==> src/verilog/probe_pkg.sv <==
// probe widths, register map, mode enum and vector typedefs
`default_nettype none

package probe_pkg;

   // stream geometry
   localparam int data_bytes   = 8;   // tkeep lanes
   localparam int beat_bytes_w = 4;   // up to data_bytes in one beat
   localparam int pkt_bytes_w  = 16;  // intermediate per-packet sum

   // counter and register widths
   localparam int pkt_cnt_w  = 50;
   localparam int byte_cnt_w = 56;
   localparam int reg_addr_w = 3;
   localparam int reg_data_w = 32;
   localparam int mode_w     = 2;

   typedef logic [data_bytes-1:0]   keep_t;
   typedef logic [beat_bytes_w-1:0] beat_bytes_t;
   typedef logic [pkt_bytes_w-1:0]  pkt_bytes_t;
   typedef logic [pkt_cnt_w-1:0]    pkt_cnt_t;
   typedef logic [byte_cnt_w-1:0]   byte_cnt_t;
   typedef logic [reg_addr_w-1:0]   reg_addr_t;
   typedef logic [reg_data_w-1:0]   reg_data_t;

   // what the probe counts
   typedef enum logic [mode_w-1:0] {
      mode_good   = 2'd0,  // accepted beats, error-free packets
      mode_ovfl   = 2'd1,  // beats offered with tready low
      mode_errors = 2'd2,  // accepted beats, flagged packets
      mode_off    = 2'd3
   } probe_mode_t;

   // register map
   localparam reg_addr_t addr_control  = 3'd0;
   localparam reg_addr_t addr_pkt_lo   = 3'd1;
   localparam reg_addr_t addr_pkt_hi   = 3'd2;
   localparam reg_addr_t addr_byte_lo  = 3'd3;
   localparam reg_addr_t addr_byte_hi  = 3'd4;

   // control register fields
   localparam int ctrl_clear_bit = 0;  // write event, reads back 0
   localparam int ctrl_latch_bit = 1;
   localparam int ctrl_mode_lsb  = 2;  // bits 3:2

endpackage

`default_nettype wire

==> src/verilog/beat_if.sv <==
// beat_if interface with src and dst modports for one qualified stream beat
`default_nettype none

interface beat_if;
   import probe_pkg::*;

   logic  hit;   // beat counts under current mode
   keep_t keep;  // byte lanes of the beat
   logic  last;  // end of packet
   logic  err;   // packet error flag, valid with last

   // producer side, valid-only
   modport src (
      output hit,
      output keep,
      output last,
      output err
   );

   // consumer side, always ready
   modport dst (
      input hit,
      input keep,
      input last,
      input err
   );

endinterface

`default_nettype wire

==> src/verilog/beat_capture.sv <==
// beat_capture module, registers the stream signals and qualifies each beat by mode
`default_nettype none

module beat_capture (
   input  logic                  axi4s_if,
   input  logic                  arst_n,
   input  logic                  tvalid,
   input  logic                  tready,
   input  logic                  tlast,
   input  logic                  tuser,
   input  probe_pkg::keep_t      tkeep,
   input  probe_pkg::probe_mode_t mode,
   beat_if.src                   beat
);
   import probe_pkg::*;

   logic qual;

   // stream qualifier per mode
   always_comb begin
      case (mode)
         mode_good,
         mode_errors: qual = tvalid && tready;
         mode_ovfl:   qual = tvalid && !tready;  // sink not taking the beat
         default:     qual = 1'b0;
      endcase
   end

   always_ff @(posedge axi4s_if or negedge arst_n) begin
      if (!arst_n) begin
         beat.hit  <= 1'b0;
         beat.last <= 1'b0;
         beat.err  <= 1'b0;
      end else begin
         beat.hit  <= qual;
         beat.last <= tlast;
         beat.err  <= tlast && tuser;  // error flag only means something on tlast
      end
   end

   // lanes only matter when hit is set
   always_ff @(posedge axi4s_if) begin
      beat.keep <= tkeep;
   end

endmodule

`default_nettype wire

==> src/verilog/byte_tally.sv <==
// byte_tally module, per-packet byte sum from tkeep with a packet-done strobe
`default_nettype none

module byte_tally (
   input  logic                  axi4s_if,
   input  logic                  arst_n,
   beat_if.dst                   beat,
   output logic                  pkt_done,
   output logic                  pkt_err,
   output probe_pkg::pkt_bytes_t pkt_bytes
);
   import probe_pkg::*;

   // number of valid lanes in one beat
   function automatic beat_bytes_t count_ones(input keep_t k);
      beat_bytes_t n;
      n = '0;
      for (int i = 0; i < data_bytes; i++) begin
         n = n + beat_bytes_t'(k[i]);
      end
      return n;
   endfunction

   beat_bytes_t beat_ones;
   pkt_bytes_t  run_sum;   // bytes of the packet so far
   pkt_bytes_t  sum_next;

   assign beat_ones = count_ones(beat.keep);
   assign sum_next  = run_sum + pkt_bytes_t'(beat_ones);

   always_ff @(posedge axi4s_if or negedge arst_n) begin
      if (!arst_n) begin
         run_sum   <= '0;
         pkt_done  <= 1'b0;
         pkt_err   <= 1'b0;
         pkt_bytes <= '0;
      end else begin
         pkt_done <= beat.hit && beat.last;
         if (beat.hit) begin
            if (beat.last) begin
               pkt_bytes <= sum_next;  // total including the last beat
               pkt_err   <= beat.err;
               run_sum   <= '0;        // next packet starts clean
            end else begin
               run_sum   <= sum_next;
            end
         end
      end
   end

endmodule

`default_nettype wire

==> src/verilog/probe_counters.sv <==
// probe_counters module, packet and byte counters with mode filter and clear
`default_nettype none

module probe_counters (
   input  logic                   axi4s_if,
   input  logic                   arst_n,
   input  logic                   pkt_done,
   input  logic                   pkt_err,
   input  logic                   clear_evt,
   input  probe_pkg::pkt_bytes_t  pkt_bytes,
   input  probe_pkg::probe_mode_t mode,
   output probe_pkg::pkt_cnt_t    pkt_cnt,
   output probe_pkg::byte_cnt_t   byte_cnt
);
   import probe_pkg::*;

   logic drop;
   logic incr;

   // packet filter by error flag
   always_comb begin
      case (mode)
         mode_good:   drop = pkt_err;   // good mode skips flagged packets
         mode_errors: drop = !pkt_err;  // only flagged packets count
         default:     drop = 1'b0;      // ovfl takes every packet
      endcase
   end

   assign incr = pkt_done && !drop;

   // clear wins, a packet finishing in that cycle is lost
   always_ff @(posedge axi4s_if or negedge arst_n) begin
      if (!arst_n) begin
         pkt_cnt  <= '0;
         byte_cnt <= '0;
      end else if (clear_evt) begin
         pkt_cnt  <= '0;
         byte_cnt <= '0;
      end else if (incr) begin
         pkt_cnt  <= pkt_cnt + pkt_cnt_t'(1);
         byte_cnt <= byte_cnt + byte_cnt_t'(pkt_bytes);
      end
   end

endmodule

`default_nettype wire

==> src/verilog/probe_regs.sv <==
// probe_regs module, control register, counter snapshot and read mux
`default_nettype none

module probe_regs (
   input  logic                   axi4s_if,
   input  logic                   arst_n,
   input  logic                   reg_wr,
   input  probe_pkg::reg_addr_t   reg_addr,
   input  probe_pkg::reg_data_t   reg_wdata,
   input  probe_pkg::pkt_cnt_t    pkt_cnt,
   input  probe_pkg::byte_cnt_t   byte_cnt,
   output probe_pkg::reg_data_t   reg_rdata,
   output probe_pkg::probe_mode_t mode,
   output logic                   clear_evt
);
   import probe_pkg::*;

   logic      ctrl_wr;    // write strobe to the control register
   logic      latch;      // 1 = snapshot only on control writes
   logic      snap_en;
   pkt_cnt_t  pkt_snap;
   byte_cnt_t byte_snap;

   assign ctrl_wr   = reg_wr && (reg_addr == addr_control);
   assign clear_evt = ctrl_wr && reg_wdata[ctrl_clear_bit];

   // control fields
   always_ff @(posedge axi4s_if or negedge arst_n) begin
      if (!arst_n) begin
         mode  <= mode_good;
         latch <= 1'b0;
      end else if (ctrl_wr) begin
         mode  <= probe_mode_t'(reg_wdata[ctrl_mode_lsb +: mode_w]);
         latch <= reg_wdata[ctrl_latch_bit];
      end
   end

   // free-running copy, or held until the next control write
   assign snap_en = ctrl_wr || !latch;

   always_ff @(posedge axi4s_if or negedge arst_n) begin
      if (!arst_n) begin
         pkt_snap  <= '0;
         byte_snap <= '0;
      end else if (snap_en) begin
         pkt_snap  <= pkt_cnt;
         byte_snap <= byte_cnt;
      end
   end

   // read mux
   always_comb begin
      case (reg_addr)
         addr_control: begin
            reg_rdata = '0;
            reg_rdata[ctrl_mode_lsb +: mode_w] = mode;
            reg_rdata[ctrl_latch_bit]          = latch;
         end
         addr_pkt_lo:  reg_rdata = pkt_snap[reg_data_w-1:0];
         addr_pkt_hi:  reg_rdata = reg_data_t'(pkt_snap[pkt_cnt_w-1:reg_data_w]);    // 18 bits
         addr_byte_lo: reg_rdata = byte_snap[reg_data_w-1:0];
         addr_byte_hi: reg_rdata = reg_data_t'(byte_snap[byte_cnt_w-1:reg_data_w]);  // 24 bits
         default:      reg_rdata = '0;
      endcase
   end

endmodule

`default_nettype wire

==> src/verilog/axi4s_probe_top.sv <==
// axi4s_probe_top module, chains capture, tally, counters and register stages
`default_nettype none

module axi4s_probe_top (
   input  logic                 axi4s_if,
   input  logic                 arst_n,
   input  logic                 tvalid,
   input  logic                 tready,
   input  logic                 tlast,
   input  logic                 tuser,
   input  probe_pkg::keep_t     tkeep,
   input  logic                 reg_wr,
   input  probe_pkg::reg_addr_t reg_addr,
   input  probe_pkg::reg_data_t reg_wdata,
   output probe_pkg::reg_data_t reg_rdata
);
   import probe_pkg::*;

   probe_mode_t mode;
   logic        clear_evt;
   logic        pkt_done;
   logic        pkt_err;
   pkt_bytes_t  pkt_bytes;
   pkt_cnt_t    pkt_cnt;
   byte_cnt_t   byte_cnt;

   beat_if beat ();  // stage 1 to stage 2

   beat_capture u_capture (
      .axi4s_if (axi4s_if),
      .arst_n   (arst_n),
      .tvalid   (tvalid),
      .tready   (tready),
      .tlast    (tlast),
      .tuser    (tuser),
      .tkeep    (tkeep),
      .mode     (mode),
      .beat     (beat.src)
   );

   byte_tally u_tally (
      .axi4s_if  (axi4s_if),
      .arst_n    (arst_n),
      .beat      (beat.dst),
      .pkt_done  (pkt_done),
      .pkt_err   (pkt_err),
      .pkt_bytes (pkt_bytes)
   );

   probe_counters u_counters (
      .axi4s_if  (axi4s_if),
      .arst_n    (arst_n),
      .pkt_done  (pkt_done),
      .pkt_err   (pkt_err),
      .clear_evt (clear_evt),
      .pkt_bytes (pkt_bytes),
      .mode      (mode),
      .pkt_cnt   (pkt_cnt),
      .byte_cnt  (byte_cnt)
   );

   probe_regs u_regs (
      .axi4s_if  (axi4s_if),
      .arst_n    (arst_n),
      .reg_wr    (reg_wr),
      .reg_addr  (reg_addr),
      .reg_wdata (reg_wdata),
      .pkt_cnt   (pkt_cnt),
      .byte_cnt  (byte_cnt),
      .reg_rdata (reg_rdata),
      .mode      (mode),
      .clear_evt (clear_evt)
   );

endmodule

`default_nettype wire

==> config.mk <==
export PLATFORM = sky130hd
export DESIGN_NAME = axi4s_probe_top
export DESIGN_NICKNAME = d
export VERILOG_FILES = /design/src/verilog/probe_pkg.sv /design/src/verilog/beat_if.sv /design/src/verilog/beat_capture.sv /design/src/verilog/byte_tally.sv /design/src/verilog/probe_counters.sv /design/src/verilog/probe_regs.sv /design/src/verilog/axi4s_probe_top.sv
export SDC_FILE = /design/constraint.sdc
export NUM_CORES = 1
export LEC_CHECK = 0
export BUFFER_PORTS_ARGS = -buffer_cell sky130_fd_sc_hd__buf_2
export CAP_MARGIN = 20
export CORE_MARGIN = 8
export CORE_UTILIZATION = 40
export CTS_BUF_LIST = sky130_fd_sc_hd__clkbuf_2
export DETAILED_ROUTE_END_ITERATION = 12
export SETUP_SLACK_MARGIN = 0.4
export SYNTH_ARGS = -nofsm -noshare
export SYNTH_HDL_FRONTEND = slang
export SYNTH_SLANG_ARGS = --single-unit
==> constraint.sdc <==
create_clock -name axi4s_if -period 5.2 [get_ports axi4s_if]
set_clock_uncertainty 0.2 [all_clocks]
set_input_delay 1.04 -clock axi4s_if [delete_from_list [all_inputs] [get_ports axi4s_if]]
set_output_delay 1.04 -clock axi4s_if [all_outputs]
set_load 0.01 [all_outputs]
# Word-level counts from Yosys, hierarchy flattened
# Cells that the tools add are included.
# Widths: inputs -> output; s select.
# classes
add_sub_neg,10
n_eq_ne,6
muxes,8
n_reduce_logical,17
# ops
cell,count
$pmux 32 s5,1
$mux 56,2
$mux 50,2
$add 56x16->56,1
$add 50x1->50 const B,1
$add 4x1->4,6
$add 16x4->16,1
$mux 16,1
$logic_and 1x1->1,7
$eq 3x2->1 const B,2
$logic_not 1->1,4
$pmux 1 s2,2
$eq 3x1->1 const B,1
$eq 3x3->1 const B,1
$logic_not 3->1,1
$add 1x1->2,1
$eq 2x1->1 const B,1
$eq 2x2->1 const B,1
$logic_not 2->1,1
$reduce_and 2->1,1
$reduce_bool 2->1,1
$reduce_or 2->1,1
$logic_or 1x1->1,1
# totals
ff_bits,260
input_bits,50
elab_cells,55

# Depth between registers and ports, before layout
# Gate-level depths: netlist of run 1.
# logic_depth
depth_word,9
ltp_mapped,16
depth_no_buf,16

# By module
# Synthesis of run 1 repeated with hierarchy kept, for this count alone.
# hier_totals
hier_cells,1212
hier_area_um2,13225.2
# modules_own_cells
mod,n_inst,cells_each,area_per_inst_um2
probe_counters,1,657,6062.1
probe_regs,1,348,4974.8
byte_tally,1,192,1920.6
beat_capture,1,15,267.8

# Worst setup path after synthesis of run 1
# OpenSTA, ideal clock, no wires.
# synth_timing
kind,register -> register
from,register u_capture.beat.keep[0]
to,register u_tally.run_sum[12]
arrival_time_ps,4036
required_time_ps,4879
slack_ps,843
stages_incl_launch_ff,15
synth_period_minus_slack_ps,4357
cell_sequence,dfxtp_1 -> ha_1 -> inv_1 -> fa_1 -> fa_1 -> fa_1 -> fa_1 -> fa_1 -> nor2b_1 -> o21ai_0 -> a21oi_1 -> and3_1 -> and3_1 -> o21ai_0 -> a22o_1
# synth_via
elab_chain_len,9
# synth_rtl
item,line,text
"start, declared",beat_if.sv:15,"output keep,"
"start signal, assigned",beat_capture.sv:43,beat.keep <= tkeep;
$add 1x1->2,byte_tally.sv:19,n = n + beat_bytes_t'(k[i]);
$add 4x1->4 (6 in series),byte_tally.sv:19,
$add 16x4->16,byte_tally.sv:29,assign sum_next = run_sum + pkt_bytes_t'(beat_ones);
$mux 16,byte_tally.sv:40,if (beat.last) begin
"end signal, assigned",byte_tally.sv:45,run_sum <= sum_next;
"end, declared",byte_tally.sv:25,pkt_bytes_t run_sum;
# No other way between the ends.
# A chain may end at the register's enable or synchronous reset.

# Worst setup path after layout of run 1
# Ends and elaborated chain as after synthesis.

==> results of run 1 <==
## repair_timing
item | CTS | global route
endpoints found under the setup margin | 0 | 3
resized for setup | 0 | 3
hold endpoints to repair | 92 | 0
hold buffers | 10 | 0
## synth_stat cells (9+ instances only)
master | n | area (µm²)
o31ai_1 | 12 | 90.1
or3_1 | 10 | 62.6
a21oi_1 | 55 | 275
a22o_1 | 9 | 78.8
o21ai_0 | 61 | 305
inv_1 | 30 | 113
mux2i_1 | 26 | 260
a21o_1 | 10 | 75.1
a22oi_1 | 27 | 203
nand2_1 | 93 | 349
and2_1 | 10 | 62.6
nor3_1 | 12 | 60.1
ha_1 | 24 | 300
xor2_1 | 40 | 350
or4_1 | 9 | 67.6
xnor2_1 | 52 | 455
o22ai_1 | 18 | 113
and3_1 | 25 | 156
nor2_1 | 110 | 413
nand4_1 | 23 | 144
and4_1 | 11 | 96.3
nand3_1 | 43 | 215
clkbuf_1 | 50 | 188
mux2_2 | 114 | 1280
dfrtp_1 | 252 | 6310
## placed cells by master, fill, tap and decap left out, drive strengths merged, types with 15 or more instances in the layout
| cell type | instances |
|---|---|
| dfrtp | 252 |
| xor2 | 40 |
| a21oi | 55 |
| inv | 31 |
| clkinv | 15 |
| mux2 | 114 |
| a22oi | 27 |
| and3 | 25 |
| nand4 | 23 |
| ha | 24 |
| mux2i | 26 |
| nand3 | 43 |
| o22ai | 18 |
| clkbuf | 105 |
| nand2 | 94 |
| o21ai | 63 |
| xnor2 | 52 |
| nor2 | 110 |
| buf | 72 |
## where the power goes
group	switching, mW	internal, mW	total, mW
registers	0.280	2.29	2.57
logic	0.565	0.480	1.05
clock network	0.867	0.639	1.51
## registers in the layout (all words and copies together) (netlist names)
| name | flops |
|---|---|
| u_capture.beat.err | 1 |
| u_capture.beat.hit | 1 |
| u_capture.beat.keep | 8 |
| u_capture.beat.last | 1 |
| u_counters.byte_cnt | 56 |
| u_counters.pkt_cnt | 50 |
| u_regs.byte_snap | 56 |
| u_regs.latch | 1 |
| u_regs.mode | 2 |
| u_regs.pkt_snap | 50 |
| u_tally.pkt_bytes | 16 |
| u_tally.pkt_done | 1 |
| u_tally.pkt_err | 1 |
| u_tally.run_sum | 16 |
## final timing paths
check	from	to	slack, ns	cells after the start
min in group asynchronous	arst_n	u_counters.pkt_cnt[30]	0.50	2
worst min-delay path	reg_wdata[1]	u_regs.latch	0.14	3
worst max register to register	u_capture.beat.keep[0]	u_tally.run_sum[12]	0.63	15
worst min register to register	u_capture.beat.err	u_tally.pkt_err	0.28	1
worst max-delay path	u_capture.beat.keep[0]	u_tally.run_sum[12]	0.63	15
max in group asynchronous	arst_n	u_tally.pkt_bytes[4]	3.22	3
## per-stage QoR
step | power [mW] | cells | setup WS [ns] | instance area (µm²) | hold WS [ns]
floorplan | 3.24 | 1227 | 0.843 | 13000 | 0.254
global placement | 3.61 | 1681 | 0.693 | 13700 | 0.272
detailed placement | 3.64 | 1681 | 0.579 | 13700 | 0.268
global route | 5.45 | 1817 | 0.406 | 14500 | 0.0880
finish | 5.12 | 1817 | 0.635 | 14500 | 0.139
CTS | 5.19 | 1816 | 0.556 | 14500 | 0.0532
## critical path, cell delays in order, from the launching register on
cell and delay (ns):
dfxtp_1 0.31, ha_1 0.27, inv_1 0.05, fa_1 0.51, fa_1 0.45, fa_1 0.43, fa_1 0.50, fa_1 0.45
nor2b_1 0.12, o21ai_0 0.11, a21oi_1 0.17, buf_4 0.16, and3_2 0.22, and3_4 0.20, o21ai_0 0.07, a22o_1 0.25
## area by class of cell
| type | instances | area (µm²) |
|---|---|---|
| antenna | 1 | 2.50 |
| clock buffer | 105 | 526 |
| clock inverter | 20 | 139 |
| fill | 3118 | 17800 |
| inverter | 30 | 113 |
| multi-input combinational | 877 | 6180 |
| sequential | 260 | 6470 |
| tap | 442 | 553 |
| timing repair buffer | 82 | 543 |
## metal layers
layer,GRT usage,vias up,wire (µm)
met2,0.269,208,15100
li1,-,4632,-
met4,0.0828,0,1050
met5,0,-,0
met3,0.0341,49,1510
met1,0.235,4831,15300
## cells by family after synthesis
kind of cell,synth area share
AND/OR/NAND/NOR,0.148
multiplexers,0.119
AO/OA/AOI/OAI,0.113
XOR/XNOR,0.0621
adder cells (fa/ha/maj),0.0324
flip-flops,0.498
buffers and inverters,0.0278
==> results_dict.tcl, run 1 <==
set metrics [dict create \
    syn_area_per_cell_um2 10.6 \
    first_pass_iters 5 \
    fin_crit_sh 0.878 \
    grt-ovfl-total 0 \
    synth_edf_count 0 \
    critPathLaunchType "register" \
    min_path_type "primary input to register" \
    synth_ff_type "dfrtp_1" \
    final_util 0.450 \
    crit_required_ns 5.78 \
    cts_max_level 3 \
    rsz0062_at_grt "false" \
    grt_pass1_wl_um 53900 \
    dieArea_mm2 0.0385 \
    yosysSeqAreaShare 0.498 \
    clkTransAtPathRegs_ns 0.09 \
    crit_path_max_fanout 5 \
    drt-initial-drc-count 655 \
    clk_latency_ns 0.93 \
    maxCapViolations 0 \
    synth_nets 1307 \
    fmax_mhz 219 \
    gp_congestion 0.869 \
    nets 1405 \
    antenna_found_initial 1 \
    cts_tree "done" \
    num_vias 9720 \
    async_flop_share 0.969 \
    cts.sinks 260 \
    path_class "register to register" \
    wl_per_cell_um 18.1 \
    ir_drop_mv 0.139 \
    boundaryPins 82 \
    grt_max_degree 93 \
    ys_ff_latch 260 \
    maxSlewViolCount 0 \
    layout-drive-gt1-share 0.230 \
    synth.distinct_cells 58 \
    grt_use_total 0.175 \
    numPortBuffers 53 \
    cts_root_buf "clkbuf_2" \
    syn_inst 1227 \
    cts_buffers 74 \
    drc 0 \
    setup_viol 0 \
    post_cts_buffers 0 \
    die_y_um 196 \
    finalHoldViolCount 0 \
    cp.arrival_ns 5.14 \
    postRouteAntennaNets 0 \
    grt_pass1_vias 9865 \
    crit_path_end_kind "register" \
    final.min_clock_period_ns 4.57 \
    tightest_slew_ns 0.977 \
    power_density_mw_per_mm2 352 \
    clk_path_buf_depth 3 \
    area_growth_pct 11.9 \
    core_mm2 0.0323 \
    yosysWarnings 0 \
    status "complete, no violations" \
    dp_hpwl_um 22700 \
    maxSlewHeadroom 0.344 \
    fp-row-count 66 \
    setup_tns_ns 0 \
    dieWidth_um 196 \
    power_leakage_nw 6.81 \
    routed_wl_um 32900 \
    vias_per_cell 5.35 \
    start_util 0.402 \
    syn-cell-area_mm2 0.0130 \
]
No activity file was read; power rests on OpenSTA's default activity.
==> run 2, diff against run 1 <==
--- a/config.mk
+++ b/config.mk
@@ -8,9 +8,10 @@
 export BUFFER_PORTS_ARGS = -buffer_cell sky130_fd_sc_hd__buf_2
 export CAP_MARGIN = 20
 export CORE_MARGIN = 8
-export CORE_UTILIZATION = 40
+export CORE_UTILIZATION = 57
 export CTS_BUF_LIST = sky130_fd_sc_hd__clkbuf_2
 export DETAILED_ROUTE_END_ITERATION = 12
+export PLACE_DENSITY = 0.79
 export SETUP_SLACK_MARGIN = 0.4
 export SYNTH_ARGS = -nofsm -noshare
 export SYNTH_HDL_FRONTEND = slang
==> constraint.sdc (replaced) <==
create_clock -name axi4s_if -period 4.1 [get_ports axi4s_if]
set_clock_uncertainty 0.2 [all_clocks]
set_input_delay 0.82 -clock axi4s_if [delete_from_list [all_inputs] [get_ports axi4s_if]]
set_output_delay 0.82 -clock axi4s_if [all_outputs]
set_load 0.01 [all_outputs]
==> results_dict.tcl, run 2 (synthesized netlist as in run 1, its figures left out) <==
set metrics [dict create \
    status "finished, violations left" \
    violations "setup timing" \
    area_growth_pct 13.6 \
    fin_area_mm2 0.0147 \
    boundaryPins 82 \
    slowest_stage "fa_1" \
    dpl.cell_count 1545 \
    antenna_found_initial 2 \
    path_cells "ha_4 -> inv_2 -> fa_1 -> fa_1 -> fa_2 -> fa_2 -> fa_2 -> nor2b_2 -> o21ai_2 -> a21oi_2 -> and3_4 -> and3_4 -> o21ai_2 -> a22o_1" \
    clkTransAtPathRegs_ns 0.10 \
    finalHoldViolCount 0 \
    cts.sinks 260 \
    nets 1432 \
    cts_max_level 3 \
    cts_tree "done" \
    ir_drop_mv 0.205 \
    rsz0062_at_grt "true" \
    clk_path_buf_depth 3 \
    power_leakage_nw 6.95 \
    power_density_mw_per_mm2 448 \
    final_cell_mix "dfrtp_1 (252), mux2_2 (114), nor2_1 (109), clkbuf_2 (98), nand2_1 (93)" \
    grt_pass1_vias 10300 \
    grt_max_degree 113 \
    critPathTopFamily "adder cells" \
    cp_common_cell "fa_2" \
    grt_pass1_wl_um 53500 \
    dieWidth_um 167 \
    cts_root_buf "clkbuf_2" \
    cp.arrival_ns 4.62 \
    fmax_mhz 242 \
    postRouteAntennaNets 0 \
    path_class "register to register" \
    drc 0 \
    setup_viol 4 \
    start_util 0.577 \
    crit_path_max_fanout 3 \
    final_common_cell "dfrtp_1" \
    dieArea_mm2 0.0279 \
    grt-ovfl-total 0 \
    numPortBuffers 53 \
    layout-drive-gt1-share 0.259 \
    grt_use_total 0.236 \
    final_cells 1690 \
    core_mm2 0.0225 \
    maxSlewViolCount 0 \
    routed_wl_um 32600 \
    fin_ws_ns -0.0393 \
    maxCapViolations 0 \
    crit_buf_inv 1 \
    dpl_worst_slack_ns -0.318 \
    tightest_slew_ns 1.00 \
    clk_latency_ns 0.84 \
    min_path_type "primary input to register" \
    cts_buffers 70 \
    fin_crit_sh 1.01 \
    critPathMaxStageDelay_ns 0.49 \
    top_regs "u_counters.byte_cnt x56, u_regs.byte_snap x56" \
    gp_congestion 0.886 \
    drt-initial-drc-count 924 \
    dp_hpwl_um 22500 \
    final.min_clock_period_ns 4.14 \
    num_vias 10100 \
    placed_area_mm2 0.0138 \
    fp-row-count 55 \
    vias_per_cell 6.00 \
    crit_required_ns 4.58 \
    maxSlewHeadroom 0.330 \
    die_y_um 167 \
    wl_per_cell_um 19.3 \
    total_power_mw 6.61 \
    critPathLaunchType "register" \
    first_pass_iters 5 \
    crit_path_end_kind "register" \
]
-- run 2: cell count changes in the layout (fill, tap and decap cells not counted), moves of 5 or more --
cell,delta
o21ai_1,+19
buf_4,+22
clkbuf_2,-7
clkinv_1,+5
o21ai_0,-22
dlygate4sd3_1,+5
-- run 2: final timing paths --
kind                                        start             endpoint  slack, ns  depth (start not counted)
min reg2reg                    u_capture.beat.err      u_tally.pkt_err       0.26                          1
max in group asynchronous                  arst_n  u_regs.pkt_snap[26]       2.26                          3
max                        u_capture.beat.keep[1]  u_tally.run_sum[12]      -0.04                         14
min in group asynchronous                  arst_n   u_tally.run_sum[5]       0.45                          2
max reg2reg                u_capture.beat.keep[1]  u_tally.run_sum[12]      -0.04                         14
min                                  reg_wdata[1]         u_regs.latch       0.06                          3
-- run 2: metal layers --
| layer | vias up | routed length [µm] | GRT usage |
|---|---|---|---|
| met5 | - | 0 | 0 |
| met4 | 0 | 1240 | 0.106 |
| met3 | 82 | 2080 | 0.0541 |
| met2 | 367 | 15400 | 0.372 |
| met1 | 5020 | 13900 | 0.307 |
| li1 | 4678 | - | - |
-- run 2: metrics by stage --
stage,hold slack [ns],utilization,TNS [ns]
after detailed placement,0.277,0.611,-3.65
after global routing,0.0165,0.655,-2.20
after CTS,0.000566,0.652,-0.192
after global placement,0.258,0.611,-1.76
after floorplan,0.254,-,-0.131
final,0.0601,0.655,-0.119
-- run 2: tightest hold or removal path: cells and delay by family --
kind                   cells  cell delay, ns
and+or+nand+nor            2            0.09
buffers and inverters      1            0.07
-- run 2: where the power goes --
group          total (mW)  switching, mW  internal [mW]  leakage [nW]
clock                1.86           1.08          0.776         0.487
combinational        1.47          0.759          0.706          2.99
sequential           3.28          0.383           2.90          3.47
total                6.61           2.22           4.38          6.95
-- run 2: area by class of cell --
class / count / area [µm²]
fillers: 1712 / 7750
repair buffers: 113 / 812
multi-input cells: 877 / 6340
flip-flops and latches: 260 / 6470
clock buffers: 98 / 490
diodes: 2 / 5.00
inverters: 30 / 113
clock inverters: 25 / 158
well taps: 285 / 357
-- run 2: repair_timing --
| action | CTS | global route |
|---|---|---|
| pin swaps | 17 | 9 |
| cloned | 0 | 0 |
| resized for setup | 25 | 16 |
| endpoints found under the setup margin | 28 | 33 |
| hold endpoints to repair | 121 | 0 |
| setup buffers | 3 | 2 |
| hold buffers | 15 | 0 |
==> run 3, diff against run 2 <==
--- a/config.mk
+++ b/config.mk
@@ -12,7 +12,6 @@
 export CTS_BUF_LIST = sky130_fd_sc_hd__clkbuf_2
 export DETAILED_ROUTE_END_ITERATION = 12
 export PLACE_DENSITY = 0.79
-export SETUP_SLACK_MARGIN = 0.4
 export SYNTH_ARGS = -nofsm -noshare
 export SYNTH_HDL_FRONTEND = slang
 export SYNTH_SLANG_ARGS = --single-unit
==> results_dict.tcl, run 3 (synthesized netlist as in run 1, its figures left out) <==
set metrics [dict create \
    wl_per_cell_um 19.2 \
    maxSlewViolCount 0 \
    hold_ws_ns 0.0669 \
    power_density_mw_per_mm2 444 \
    holdPathStages 2 \
    start_util 0.577 \
    tightest_slew_ns 0.996 \
    num_vias 10100 \
    setup_viol 15 \
    fmax_mhz 232 \
    r2r_slack_ns -0.21 \
    final.min_clock_period_ns 4.31 \
    regArea_mm2 0.00647 \
    fin_crit_sh 1.05 \
    placed_area_mm2 0.0137 \
    cts_buffers 67 \
    boundaryPins 82 \
    vias_per_cell 6.07 \
    routed_wl_um 32100 \
    setup_tns_ns -1.28 \
    maxSlewHeadroom 0.334 \
    ir_drop_mv 0.172 \
    fillers 1737 \
    final_common_cell "dfrtp_1" \
    grt_max_degree 89 \
    worstHoldEndpoint "u_regs.mode[0]" \
    first_pass_iters 5 \
    drc 0 \
    dpl.cell_count 1535 \
    final_cells 1668 \
    cp.arrival_ns 4.79 \
    r2r_cells 15 \
    clk_path_buf_depth 3 \
    rr_endpoint "u_tally.run_sum[12]" \
    numPortBuffers 53 \
    multi_input_area_mm2 0.00629 \
    dp_hpwl_um 22300 \
    postRouteAntennaNets 0 \
    clkTransAtPathRegs_ns 0.11 \
    fp-row-count 55 \
    critPathLaunchType "register" \
    cts_tree "done" \
    dieArea_mm2 0.0279 \
    gp_congestion 0.901 \
    cts.sinks 260 \
    min_path_type "primary input to register" \
    fin_area_mm2 0.0145 \
    finalHoldViolCount 0 \
    area_growth_pct 11.9 \
    fin_ws_ns -0.212 \
    cts_max_level 3 \
    maxCapViolations 0 \
    grt-ovfl-total 0 \
    crit_required_ns 4.58 \
    dpl_worst_slack_ns -0.344 \
    final_util 0.646 \
    cts_root_buf "clkbuf_2" \
    nets 1416 \
    clk_latency_ns 0.81 \
    die_y_um 167 \
    grt_pass1_vias 10200 \
    drt-initial-drc-count 1035 \
    core_mm2 0.0225 \
    layout-drive-gt1-share 0.244 \
    antenna_found_initial 1 \
    grt_pass1_wl_um 53000 \
    final_cell_mix "dfrtp_1 (252), mux2_2 (114), nor2_1 (109), nand2_1 (93), clkbuf_2 (93)" \
    dieWidth_um 167 \
    path_class "register to register" \
    crit_path_end_kind "register" \
    status "finished, violations left" \
    grt_use_total 0.234 \
    top_regs "u_counters.byte_cnt x56, u_regs.byte_snap x56" \
    violations "setup timing" \
    crit_path_max_fanout 3 \
    r2r-start "u_capture.beat.keep[1]" \
    total_power_mw 6.45 \
    rsz0062_at_grt "true" \
    power_leakage_nw 6.85 \
    hold_start "reg_wdata[2]" \
]
==> run 3: cell count changes in the layout (fill, tap and decap cells not counted), sizes merged <==
cell / previous run / this run
buf: 98 / 87
clkbuf: 98 / 93
clkinv: 20 / 16
dlygate4sd3: 15 / 13
diode: 2 / 1
inv: 33 / 34
==> run 3: layout make-up <==
type	instances	share of cell area
Timing Repair Buffer	100	0.0483
Multi-Input combinational cell	877	0.433
Tap cell	285	0.0245
Antenna cell	1	0.000172
Inverter	30	0.00775
Clock buffer	93	0.0320
Sequential cell	260	0.445
Clock inverter	22	0.00930
==> run 3: worst max path at each step <==
stage	startpoint	endpoint	slack (ns)	cells past startpoint
2_1_floorplan	u_capture.beat.keep[0]	u_tally.run_sum[12]	-0.08	15
3_3_place_gp	u_capture.beat.keep[0]	u_tally.run_sum[15]	-0.21	15
3_5_place_dp	u_capture.beat.keep[1]	u_tally.run_sum[15]	-0.34	15
4_1_cts	u_capture.beat.keep[1]	u_tally.run_sum[15]	-0.13	15
5_1_grt	u_capture.beat.keep[0]	u_tally.run_sum[12]	-0.31	14
6_report	u_capture.beat.keep[1]	u_tally.run_sum[12]	-0.21	15
==> run 3: report_power, final <==
part	switching, mW	internal [mW]
sequential	0.357	2.90
clock	1.04	0.735
combinational	0.743	0.671
total	2.14	4.31
==> run 3: layer usage <==
| metal | routed length (µm) | global-route usage |
|---|---|---|
| met5 | 0 | 0 |
| met4 | 1070 | 0.112 |
| met3 | 2230 | 0.0433 |
| met2 | 14900 | 0.362 |
| met1 | 13900 | 0.313 |
==> run 3: what timing repair did <==
| action | in CTS | in global routing |
|---|---|---|
| endpoints found under the hold margin | 95 | 1 |
| pin swaps | 15 | 3 |
| gates resized for setup | 16 | 5 |
| setup endpoints to repair | 23 | 22 |
| hold buffers | 12 | 1 |
| setup buffers | 2 | 2 |
==> run 3: worst max-delay path, stage by stage (launching register included) <==
cell	delay, ns
dfxtp_2	0.35
ha_4	0.27
inv_2	0.03
fa_1	0.50
fa_1	0.44
fa_2	0.39
fa_2	0.35
xnor2_1	0.13
ha_1	0.32
nor2b_1	0.18
o21ai_1	0.13
a21oi_2	0.21
and3_4	0.22
and3_4	0.21
o21ai_1	0.06
a22o_1	0.22
